===== src/source/shuffle_pkg.sv =====
package shuffle_pkg;

  // register file sizes, physical count must be a power of two
  localparam int unsigned NUM_LOG_REGS  = 32;
  localparam int unsigned NUM_PHYS_REGS = 64;
  localparam int unsigned PHYS_IDX_W    = $clog2(NUM_PHYS_REGS); // 6 for 64 regs

  typedef logic [31:0]              addr_t;
  typedef logic [31:0]              instr_t;
  typedef logic [4:0]               log_reg_t;  // x0..x31
  typedef logic [PHYS_IDX_W-1:0]    phys_reg_t;
  typedef logic [NUM_PHYS_REGS-1:0] phys_vec_t; // one bit per physical reg

  // rv32i major opcodes, bits [6:0]
  localparam logic [6:0] OPC_JAL    = 7'b1101111;
  localparam logic [6:0] OPC_JALR   = 7'b1100111;
  localparam logic [6:0] OPC_BRANCH = 7'b1100011;
  localparam logic [6:0] OPC_FENCE  = 7'b0001111;
  localparam logic [6:0] OPC_SYSTEM = 7'b1110011; // ecall/ebreak and csr ops
  localparam logic [6:0] OPC_LOAD   = 7'b0000011;
  localparam logic [6:0] OPC_STORE  = 7'b0100011;
  localparam logic [6:0] OPC_LUI    = 7'b0110111;
  localparam logic [6:0] OPC_AUIPC  = 7'b0010111;
  localparam logic [6:0] OPC_OP     = 7'b0110011; // r-type alu

  // upstream fetch word, already uncompressed
  typedef struct packed {
    logic   valid;
    addr_t  addr;
    instr_t instr;
  } fetch_in_t;

  // decoded view of one instruction
  typedef struct packed {
    logic     changes_pc; // jal, jalr, branch, fence, ecall/ebreak
    logic     has_rd;
    logic     has_rs1;
    logic     has_rs2;
    log_reg_t rd;
    log_reg_t rs1;
    log_reg_t rs2;
  } instr_info_t;

  // physical indices, zero where a field is unused
  typedef struct packed {
    phys_reg_t rd_phys;
    phys_reg_t rs1_phys;
    phys_reg_t rs2_phys;
  } renamed_t;

  // word handed to the id/ex stage
  typedef struct packed {
    addr_t    addr;
    instr_t   instr;
    renamed_t renamed;
  } fetch_out_t;

endpackage


===== src/source/instr_classifier.sv =====
`timescale 1ns/1ps

module instr_classifier (
  input  shuffle_pkg::instr_t      instr_i,
  output shuffle_pkg::instr_info_t info_o
);

  logic [6:0] opcode;
  logic [2:0] funct3;
  logic       is_system;
  logic       is_env;     // ecall / ebreak, funct3 == 0
  logic       is_csr_imm; // csrrwi, csrrsi, csrrci

  assign opcode    = instr_i[6:0];
  assign funct3    = instr_i[14:12];
  assign is_system = (opcode == shuffle_pkg::OPC_SYSTEM);
  assign is_env    = is_system && (funct3 == 3'b000);
  // imm forms put a zimm in the rs1 slot
  assign is_csr_imm = is_system && ((funct3 == 3'b101) || (funct3 == 3'b110) ||
                                    (funct3 == 3'b111));

  always_comb begin
    // anything that may redirect the pc stops acceptance behind it
    info_o.changes_pc = (opcode == shuffle_pkg::OPC_JAL)    ||
                        (opcode == shuffle_pkg::OPC_JALR)   ||
                        (opcode == shuffle_pkg::OPC_BRANCH) ||
                        (opcode == shuffle_pkg::OPC_FENCE)  ||
                        is_env;

    // b/s-type, fence and env calls write nothing
    info_o.has_rd = (opcode != shuffle_pkg::OPC_BRANCH) &&
                    (opcode != shuffle_pkg::OPC_STORE)  &&
                    (opcode != shuffle_pkg::OPC_FENCE)  &&
                    !is_env;

    info_o.has_rs1 = (opcode != shuffle_pkg::OPC_LUI)   && // u-type
                     (opcode != shuffle_pkg::OPC_AUIPC) &&
                     (opcode != shuffle_pkg::OPC_JAL)   && // j-type
                     (opcode != shuffle_pkg::OPC_FENCE) &&
                     !is_env && !is_csr_imm;

    // only b, s and r types read a second source
    info_o.has_rs2 = (opcode == shuffle_pkg::OPC_BRANCH) ||
                     (opcode == shuffle_pkg::OPC_STORE)  ||
                     (opcode == shuffle_pkg::OPC_OP);

    // fixed field positions for every format
    info_o.rd  = instr_i[11:7];
    info_o.rs1 = instr_i[19:15];
    info_o.rs2 = instr_i[24:20];
  end

endmodule


===== src/source/branch_hold_ctrl.sv =====
`timescale 1ns/1ps

module branch_hold_ctrl (
  input  logic                clk_i,
  input  logic                rst_ni,
  input  logic                branch_i,     // id/ex redirect, one cycle
  input  logic                push_i,       // instruction accepted this cycle
  input  logic                changes_pc_i, // ... and it may change the pc
  input  shuffle_pkg::addr_t  push_addr_i,
  input  logic                pop_i,        // head handed to id/ex
  input  shuffle_pkg::addr_t  head_addr_i,
  input  logic                out_ready_i,
  output logic                discard_o,
  output logic                fetch_hold_o
);

  logic               discard_d, discard_q;
  shuffle_pkg::addr_t branch_addr_d, branch_addr_q; // pc of the branch being held
  logic               just_out_d, just_out_q;       // held branch left last cycle
  logic               not_taken;

  // id/ex keeps ready high after a branch that did not redirect
  assign not_taken = just_out_q && out_ready_i;

  always_comb begin
    discard_d     = discard_q;
    branch_addr_d = branch_addr_q;
    just_out_d    = pop_i && discard_q && (head_addr_i == branch_addr_q);

    if (branch_i || not_taken) begin
      discard_d = 1'b0; // outcome known, resume
    end
    // a new pc-changing instruction wins over a release in the same cycle
    if (push_i && changes_pc_i) begin
      discard_d     = 1'b1;
      branch_addr_d = push_addr_i;
    end
  end

  always_ff @(posedge clk_i or negedge rst_ni) begin
    if (!rst_ni) begin
      discard_q  <= 1'b0;
      just_out_q <= 1'b0;
    end else begin
      discard_q  <= discard_d;
      just_out_q <= just_out_d;
    end
  end

  always_ff @(posedge clk_i) begin
    branch_addr_q <= branch_addr_d;
  end

  assign discard_o    = discard_q;
  assign fetch_hold_o = discard_q && !not_taken; // release early on not-taken
endmodule


===== src/source/shuffle_buffer.sv =====
`timescale 1ns/1ps

module shuffle_buffer #(
  parameter  int unsigned DEPTH = 5,
  localparam int unsigned PTR_W = (DEPTH > 1) ? $clog2(DEPTH) : 1
) (
  input  logic                    clk_i,
  input  logic                    rst_ni,
  input  shuffle_pkg::fetch_in_t  fetch_i,
  input  logic                    branch_i,
  input  logic                    fetch_hold_i,   // a pc-changing instruction is unresolved
  input  logic                    discard_i,
  input  shuffle_pkg::renamed_t   head_renamed_i, // from the rename table
  input  logic                    out_ready_i,
  output logic                    fetch_ready_o,
  output logic                    out_valid_o,
  output shuffle_pkg::fetch_out_t out_o,
  output logic                    push_o,
  output logic                    pop_o,
  output logic [PTR_W-1:0]        head_ptr_o,
  output logic [PTR_W-1:0]        tail_ptr_o
);

  shuffle_pkg::addr_t  addr_q  [DEPTH]; // pc per slot
  shuffle_pkg::instr_t instr_q [DEPTH];

  logic [DEPTH-1:0] valid_d, valid_q;
  logic [PTR_W-1:0] head_d, head_q; // oldest entry
  logic [PTR_W-1:0] tail_d, tail_q; // next free slot
  logic             full, not_empty;

  assign full      = &valid_q;
  assign not_empty = |valid_q;

  // while a branch is pending the partial contents drain, otherwise wait until full
  assign out_valid_o = full || (not_empty && discard_i);
  assign pop_o       = out_valid_o && out_ready_i;

  // a full buffer still takes a word when the head leaves in the same cycle
  assign fetch_ready_o = !branch_i && (!full || pop_o) && !fetch_hold_i;
  assign push_o        = fetch_ready_o && fetch_i.valid;

  always_comb begin
    valid_d = valid_q;
    head_d  = head_q;
    tail_d  = tail_q;

    // pop before push, head and tail may name the same slot
    if (pop_o) begin
      valid_d[head_q] = 1'b0;
      head_d = (head_q == PTR_W'(DEPTH - 1)) ? '0 : head_q + 1'b1; // wrap at DEPTH
    end
    if (push_o) begin
      valid_d[tail_q] = 1'b1;
      tail_d = (tail_q == PTR_W'(DEPTH - 1)) ? '0 : tail_q + 1'b1;
    end
  end

  always_ff @(posedge clk_i or negedge rst_ni) begin
    if (!rst_ni) begin
      valid_q <= '0;
      head_q  <= '0;
      tail_q  <= '0;
    end else begin
      valid_q <= valid_d;
      head_q  <= head_d;
      tail_q  <= tail_d;
    end
  end

  // payload write, the slot only becomes visible through valid_q
  always_ff @(posedge clk_i) begin
    if (push_o) begin
      addr_q[tail_q]  <= fetch_i.addr;
      instr_q[tail_q] <= fetch_i.instr;
    end
  end

  assign out_o.addr    = addr_q[head_q];
  assign out_o.instr   = instr_q[head_q];
  assign out_o.renamed = head_renamed_i;

  assign head_ptr_o = head_q;
  assign tail_ptr_o = tail_q;

endmodule


===== src/source/rename_table.sv =====
`timescale 1ns/1ps

module rename_table #(
  parameter  int unsigned DEPTH = 5,
  localparam int unsigned PTR_W = (DEPTH > 1) ? $clog2(DEPTH) : 1
) (
  input  logic                     clk_i,
  input  logic                     rst_ni,
  input  logic                     push_i,
  input  logic                     pop_i,
  input  shuffle_pkg::instr_info_t info_i,    // decode of the incoming word
  input  logic [PTR_W-1:0]         head_ptr_i,
  input  logic [PTR_W-1:0]         tail_ptr_i, // slot written on push
  output shuffle_pkg::renamed_t    head_renamed_o
);

  localparam int unsigned NLOG  = shuffle_pkg::NUM_LOG_REGS;
  localparam int unsigned NPHYS = shuffle_pkg::NUM_PHYS_REGS;

  shuffle_pkg::phys_reg_t map_d   [NLOG]; // logical -> physical
  shuffle_pkg::phys_reg_t map_q   [NLOG];
  shuffle_pkg::phys_vec_t rsv_d, rsv_q;   // same info as the map, as a bit vector
  shuffle_pkg::phys_vec_t usage_d [DEPTH]; // regs touched by each buffered entry
  shuffle_pkg::phys_vec_t usage_q [DEPTH];
  shuffle_pkg::renamed_t  ren_q   [DEPTH];

  shuffle_pkg::phys_vec_t in_use;
  shuffle_pkg::phys_reg_t free_idx;
  shuffle_pkg::renamed_t  new_ren;
  shuffle_pkg::phys_reg_t head_rd;

  // a reg that is not mapped any more may still be read by a buffered entry
  always_comb begin
    in_use = rsv_q;
    for (int i = 0; i < DEPTH; i++) begin
      in_use |= usage_q[i];
    end
    free_idx = '0; // no free reg left, falls back to 0
    for (int i = NPHYS - 1; i >= 0; i--) begin
      if (!in_use[i]) begin
        free_idx = shuffle_pkg::PHYS_IDX_W'(i); // lowest index wins
      end
    end
  end

  // sources read the map from before this cycle's update
  assign new_ren.rd_phys  = info_i.has_rd  ? free_idx           : '0;
  assign new_ren.rs1_phys = info_i.has_rs1 ? map_q[info_i.rs1] : '0;
  assign new_ren.rs2_phys = info_i.has_rs2 ? map_q[info_i.rs2] : '0;
  assign head_rd          = ren_q[head_ptr_i].rd_phys;

  always_comb begin
    map_d   = map_q;
    rsv_d   = rsv_q;
    usage_d = usage_q;

    // release on hand-off to id/ex, x0's home reg 0 stays reserved
    if (pop_i) begin
      if (head_rd != '0) begin
        rsv_d[head_rd] = 1'b0;
      end
      usage_d[head_ptr_i] = '0;
    end

    if (push_i) begin
      if (info_i.has_rd) begin
        rsv_d[map_q[info_i.rd]] = 1'b0; // old mapping gives up its reservation
        map_d[info_i.rd]        = free_idx;
        rsv_d[free_idx]         = 1'b1;
      end
      usage_d[tail_ptr_i] = (shuffle_pkg::phys_vec_t'(1) << new_ren.rd_phys)  |
                            (shuffle_pkg::phys_vec_t'(1) << new_ren.rs1_phys) |
                            (shuffle_pkg::phys_vec_t'(1) << new_ren.rs2_phys);
    end
  end

  always_ff @(posedge clk_i or negedge rst_ni) begin
    if (!rst_ni) begin
      for (int i = 0; i < NLOG; i++) begin
        map_q[i] <= shuffle_pkg::PHYS_IDX_W'(i); // identity map
      end
      rsv_q   <= {{(NPHYS - NLOG){1'b0}}, {NLOG{1'b1}}}; // regs 0..31 held
      usage_q <= '{default: '0};
    end else begin
      map_q   <= map_d;
      rsv_q   <= rsv_d;
      usage_q <= usage_d;
    end
  end

  always_ff @(posedge clk_i) begin
    if (push_i) begin
      ren_q[tail_ptr_i] <= new_ren;
    end
  end

  assign head_renamed_o = ren_q[head_ptr_i];

endmodule


===== src/source/shuffle_fetch_top.sv =====
`timescale 1ns/1ps

module shuffle_fetch_top #(
  parameter int unsigned DEPTH = 5 // buffer slots
) (
  input  logic                    clk_i,
  input  logic                    rst_ni,
  input  shuffle_pkg::fetch_in_t  fetch_i,
  output logic                    fetch_ready_o,
  input  logic                    branch_i,     // redirect from id/ex
  input  logic                    out_ready_i,
  output logic                    out_valid_o,
  output shuffle_pkg::fetch_out_t out_o
);

  localparam int unsigned PTR_W = (DEPTH > 1) ? $clog2(DEPTH) : 1;

  shuffle_pkg::instr_info_t info;
  shuffle_pkg::renamed_t    head_renamed;
  logic                     discard, fetch_hold;
  logic                     push, pop;
  logic [PTR_W-1:0]         head_ptr, tail_ptr;

  instr_classifier u_classifier (
    .instr_i (fetch_i.instr),
    .info_o  (info)
  );

  // watches accepted pc-changers and the head leaving
  branch_hold_ctrl u_hold (
    .clk_i        (clk_i),
    .rst_ni       (rst_ni),
    .branch_i     (branch_i),
    .push_i       (push),
    .changes_pc_i (info.changes_pc),
    .push_addr_i  (fetch_i.addr),
    .pop_i        (pop),
    .head_addr_i  (out_o.addr),
    .out_ready_i  (out_ready_i),
    .discard_o    (discard),
    .fetch_hold_o (fetch_hold)
  );

  shuffle_buffer #(.DEPTH(DEPTH)) u_buffer (
    .clk_i          (clk_i),
    .rst_ni         (rst_ni),
    .fetch_i        (fetch_i),
    .branch_i       (branch_i),
    .fetch_hold_i   (fetch_hold),
    .discard_i      (discard),
    .head_renamed_i (head_renamed),
    .out_ready_i    (out_ready_i),
    .fetch_ready_o  (fetch_ready_o),
    .out_valid_o    (out_valid_o),
    .out_o          (out_o),
    .push_o         (push),
    .pop_o          (pop),
    .head_ptr_o     (head_ptr),
    .tail_ptr_o     (tail_ptr)
  );

  rename_table #(.DEPTH(DEPTH)) u_rename (
    .clk_i          (clk_i),
    .rst_ni         (rst_ni),
    .push_i         (push),
    .pop_i          (pop),
    .info_i         (info),
    .head_ptr_i     (head_ptr),
    .tail_ptr_i     (tail_ptr),
    .head_renamed_o (head_renamed)
  );

endmodule


===== config.mk =====
export PLATFORM = sky130hd
export DESIGN_NAME = shuffle_fetch_top
export DESIGN_NICKNAME = d
export VERILOG_FILES = /design/src/source/shuffle_pkg.sv /design/src/source/instr_classifier.sv /design/src/source/branch_hold_ctrl.sv /design/src/source/shuffle_buffer.sv /design/src/source/rename_table.sv /design/src/source/shuffle_fetch_top.sv
export SDC_FILE = /design/constraint.sdc
export NUM_CORES = 2
export LEC_CHECK = 0
export BUFFER_PORTS_ARGS = -buffer_cell sky130_fd_sc_hd__buf_2
export CAP_MARGIN = 10
export CORE_ASPECT_RATIO = 1.5
export CORE_MARGIN = 4
export CORE_UTILIZATION = 45
export CTS_BUF_LIST = sky130_fd_sc_hd__clkbuf_8 sky130_fd_sc_hd__clkbuf_16
export DETAILED_ROUTE_END_ITERATION = 8
export SETUP_SLACK_MARGIN = 0.4
export SYNTH_ARGS = -nofsm -noshare
export SYNTH_HDL_FRONTEND = slang
export SYNTH_SLANG_ARGS = --single-unit

===== constraint.sdc =====
create_clock -name clk_i -period 5.1 [get_ports clk_i]
set_input_delay 0.255 -clock clk_i [delete_from_list [all_inputs] [get_ports clk_i]]
set_output_delay 0.255 -clock clk_i [all_outputs]
set_load 0.01 [all_outputs]

==> metrics.txt <==
# TYPE chip_impl_metric gauge
chip_impl_info{name="min-delay-path-class",value="in -> reg"} 1
chip_impl_metric{name="detail-route-antenna-nets",unit=""} 0
chip_impl_info{name="cp-end-kind",value="flip-flop"} 1
chip_impl_metric{name="groute.usage.overall",unit=""} 0.285
chip_impl_info{name="timing.rr.end",value="u_rename.usage_q[230]"} 1
chip_impl_metric{name="wirelength_met1",unit="mm"} 63.9
chip_impl_metric{name="initial_utilization",unit=""} 0.454
chip_impl_metric{name="number_of_distinct_library_cells_after_synthesis",unit=""} 81
chip_impl_info{name="top_signal_layer_used",value="met5"} 1
chip_impl_metric{name="clock_insertion_delay_worst_skew",unit="ps"} 710
chip_impl_metric{name="fmax",unit="GHz"} 0.216
chip_impl_metric{name="design.portCount",unit=""} 153
chip_impl_info{name="primary_ff_master_synth",value="dfrtp_1"} 1
chip_impl_metric{name="fin_cells",unit=""} 5605
chip_impl_metric{name="detail_route.iter0.violations",unit=""} 3504
chip_impl_metric{name="final_hold_viol_count",unit=""} 0
chip_impl_metric{name="number_of_setup_violations_in_the_final_report",unit=""} 0
chip_impl_metric{name="total_number_of_h_tree_levels",unit=""} 3
chip_impl_metric{name="fin_worst_skew",unit="ps"} 30.3
chip_impl_metric{name="grt_first_pass_wirelength",unit="mm"} 236
chip_impl_metric{name="first_global_vias",unit=""} 35057
chip_impl_metric{name="required_time_reported_for_the_critical_path_endpoint",unit="ps"} 5650
chip_impl_metric{name="tns",unit="ps"} 0
chip_impl_metric{name="die_x",unit="um"} 273
chip_impl_info{name="min_to",value="u_buffer.instr_q[4][21]"} 1
chip_impl_metric{name="cts_buffers",unit=""} 97
chip_impl_info{name="setup_repair_after_global_routing_missed_its_margin",value="false"} 1
chip_impl_metric{name="core_area",unit="um2"} 104000
chip_impl_metric{name="gp_routability_congestion",unit=""} 1.04
chip_impl_metric{name="synth_cells",unit=""} 3884
chip_impl_metric{name="worstRegToRegCells",unit=""} 12
chip_impl_metric{name="detailedPlacementHpwl",unit="mm"} 109
chip_impl_metric{name="syn-cell-area",unit="um2"} 47400
chip_impl_metric{name="finalWorstPathRequiredPeriod",unit="ps"} 4630
chip_impl_metric{name="rrSetupSlack",unit="ps"} 470
chip_impl_metric{name="synth_edf_count",unit=""} 442
chip_impl_metric{name="clock-sinks",unit=""} 1031
chip_impl_metric{name="final_stage_net_count",unit=""} 4195
chip_impl_metric{name="numPortBuffers",unit=""} 152
chip_impl_metric{name="wl_met2",unit="mm"} 75.8
chip_impl_metric{name="timing.final.max_slew_violations",unit=""} 0
chip_impl_metric{name="clkTransAtPathRegs",unit="ps"} 70
chip_impl_info{name="yosys-top-cells-area",value="edfxtp_1 28%, dfrtp_1 25%, mux4_2 8.6%, dfstp_2 6.2%, o21ai_0 5.6%"} 1
chip_impl_metric{name="antenna_found_initial",unit=""} 3
chip_impl_info{name="worst_path_max_delay_cell",value="a221oi_1"} 1
chip_impl_metric{name="fp.dieArea",unit="um2"} 111000
chip_impl_metric{name="crit_buf_inv",unit=""} 3
chip_impl_metric{name="drv_cap",unit=""} 0
chip_impl_metric{name="routed_wirelength",unit="mm"} 159
chip_impl_metric{name="p_per_area",unit="nW/um2"} 507
chip_impl_metric{name="post-route-drc-count",unit=""} 0
chip_impl_info{name="cpMostUsedCell",value="buf_4"} 1
chip_impl_metric{name="synth_sequential_area_ratio",unit=""} 0.594
chip_impl_info{name="crit_family",value="simple AND/OR/NAND/NOR gates"} 1
chip_impl_metric{name="synth_nets",unit=""} 3957
chip_impl_info{name="worstHoldStart",value="fetch_i[21]"} 1
chip_impl_info{name="timing.critical_path.from_type",value="flip-flop"} 1
chip_impl_metric{name="relSlewSlack",unit=""} 0.173
chip_impl_metric{name="synth-async-reset-ratio",unit=""} 0.571
chip_impl_metric{name="grt_max_degree",unit=""} 131
chip_impl_metric{name="worst_slew_pin_slew",unit="ps"} 1230
chip_impl_metric{name="placementRows",unit=""} 145
chip_impl_metric{name="vdd.ir_drop.worst",unit="uV"} 514
chip_impl_metric{name="netlist.area_leader.share",unit=""} 0.280
chip_impl_metric{name="met3RoutedLength",unit="mm"} 10.6
chip_impl_metric{name="crit_arrival",unit="ps"} 5180
chip_impl_metric{name="post_synth.cell_area_avg",unit="um2"} 12.2
chip_impl_metric{name="clock_tree.buffer_depth",unit=""} 3
chip_impl_info{name="worstReg2RegStart",value="u_rename.usage_q[202]"} 1
chip_impl_info{name="cts_tree",value="done"} 1
chip_impl_metric{name="routed_wire_length_per_instance",unit="um"} 28.3
chip_impl_metric{name="firstDrtPassIters",unit=""} 6
chip_impl_metric{name="syn2layout_area_growth",unit="%"} 15.6
chip_impl_metric{name="synth.yosys.warnings",unit=""} 0
chip_impl_metric{name="viasPerCell",unit=""} 6.26
chip_impl_info{name="timing_worst_setup_path_type",value="reg -> reg"} 1
chip_impl_metric{name="finalPower",unit="uW"} 27800
chip_impl_info{name="synth.top_cells.by_count",value="531 x o21ai_0, 477 x dfrtp_1, 442 x edfxtp_1"} 1
chip_impl_metric{name="dr_total_vias",unit=""} 35091
chip_impl_metric{name="grt_remaining_overflow",unit=""} 0
chip_impl_metric{name="layout_worst_path_cycle_share",unit=""} 0.907
chip_impl_metric{name="die_h",unit="um"} 406
chip_impl_info{name="dominant_cell_by_count_in_the_synthesized_netlist",value="o21ai_0"} 1
chip_impl_info{name="cts-root-buf",value="clkbuf_16"} 1
chip_impl_metric{name="ratio_of_cells_with_drive_above_1_in_the_final_layout",unit=""} 0.237
chip_impl_metric{name="place.detailed.instances",unit=""} 5356
chip_impl_info{name="yosysTopAreaCell",value="edfxtp_1"} 1
chip_impl_metric{name="ys_seq_elements",unit=""} 1031
chip_impl_metric{name="crit_fanout",unit=""} 18
chip_impl_metric{name="cpPeakStageDelay",unit="ps"} 880
chip_impl_metric{name="worst_hold_path.num_cells",unit=""} 1
chip_impl_info{name="run_status",value="finished, final reports clean"} 1
chip_impl_metric{name="cellLeakagePower",unit="uW"} 0.0208
chip_impl_info{name="cp_cell_sequence",value="or4_1, nor3_1, nand4bb_1, nor3_1, o2111a_1, a21oi_2, buf_4, a211oi_2, buf_4, a221oi_1, buf_4, o21ai_0"} 1
chip_impl_metric{name="post_cts_resized",unit=""} 0
-- worst reg2reg max path: stages (launching register included) --
cell       delay, ps
dfrtp_1          380
or4_1            530
nor3_1           510
nand4bb_1        440
nor3_1           140
o2111a_1         190
a21oi_2          310
buf_4            430
a211oi_2          60
buf_4            210
a221oi_1         880
buf_4            280
o21ai_0          120
-- cell type report --
cell class / count / area (um2)
Clock buffer: 118 / 2770
Sequential cell: 1031 / 28200
Antenna cell: 2 / 5.00
Fill cell: 9011 / 49500
Clock inverter: 66 / 811
Tap cell: 1396 / 1750
Inverter: 34 / 140
Multi-Input combinational cell: 2573 / 18300
Timing Repair Buffer: 385 / 2880
-- state kept, by name (all words and copies together), names as in the netlist --
name / flops
u_rename.rsv_q: 64
u_buffer.head_ptr_o: 3
u_hold.just_out_q: 1
u_buffer.instr_q: 160
u_buffer.addr_q: 160
u_rename.map_q: 192
u_rename.ren_q: 90
u_buffer.tail_ptr_o: 3
u_buffer.valid_q: 5
u_hold.discard_o: 1
u_rename.usage_q: 320
u_hold.branch_addr_q: 32
-- timing repair --
item                                    4_1_cts  5_1_grt
endpoints found under the setup margin        0        4
hold endpoints to repair                    380        0
buffers inserted                              0        1
hold buffers                                 62        0
-- where the power goes --
group          total (uW)  switching, uW  leakage [uW]  internal [uW]
sequential          10400            729        0.0118           9710
combinational        9420           6440       0.00722           2970
clock                7960           3300       0.00180           4660
-- layout by cell type, fill, tap and decap left out, types with 13 or more instances in the layout --
master,n
o21ai_1,14
nor4_1,49
a211oi_1,13
or2_2,26
nor3_1,20
clkbuf_8,16
o22ai_1,49
xnor2_1,15
a31oi_1,25
dlygate4sd3_1,62
mux4_2,180
dfstp_2,112
nand2b_1,20
buf_2,148
nor2_1,262
buf_4,158
bufinv_16,15
a222oi_1,19
clkinv_2,13
a22oi_1,80
dfrtp_1,474
and3_1,29
inv_1,44
o21ai_0,531
nor3b_1,13
xor2_1,18
mux2i_1,53
a21oi_1,98
nand4_1,35
nor2b_1,20
edfxtp_1,442
a221oi_1,19
mux2_2,145
o221ai_1,53
buf_12,16
nand2_1,282
nand3_1,340
clkbuf_16,102
-- worst max path at each step --
stage	startpoint	endpoint	slack [ps]	cells after the start
finish	u_rename.usage_q[202]	u_rename.usage_q[230]	470	12
global route	u_rename.usage_q[138]	u_rename.usage_q[230]	430	12
CTS	u_rename.usage_q[234]	u_rename.usage_q[29]	590	11
detailed placement	u_rename.usage_q[234]	u_rename.usage_q[221]	600	11
global placement	u_rename.usage_q[234]	u_rename.usage_q[29]	550	11
floorplan	u_buffer.valid_q[3]	u_buffer.addr_q[0][0]	1180	9
-- logic make-up (layout without fill, tap and decap cells) --
logic type	after synthesis	after routing	synth area share
XOR/XNOR	33	33	0.00610
adder cells (fa/ha/maj)	4	4	0.00106
multiplexers	378	378	0.131
AO/OA/AOI/OAI	989	989	0.127
flip-flops	1031	1031	0.594
other	0	2	0
buffers and inverters	280	603	0.0233
AND/OR/NAND/NOR	1169	1169	0.117
-- stage by stage --
stage / utilization / worst slack (ps) / area (um2) / hold slack [ps]
2_1_floorplan: - / 1180 / 47400 / -40.6
3_3_place_gp: 0.485 / 553 / 50600 / 359
3_5_place_dp: 0.485 / 597 / 50600 / 365
4_1_cts: 0.525 / 590 / 54800 / 105
5_1_grt: 0.525 / 431 / 54800 / 135
6_report: 0.525 / 472 / 54800 / 144
-- metal layers --
metal  track usage  vias to the layer above
met5             0                        -
met4         0.141                        2
met3        0.0438                      391
met2         0.464                     1494
met1         0.376                    17838
li1              -                    15366
No activity file was read; power rests on OpenSTA's default activity.
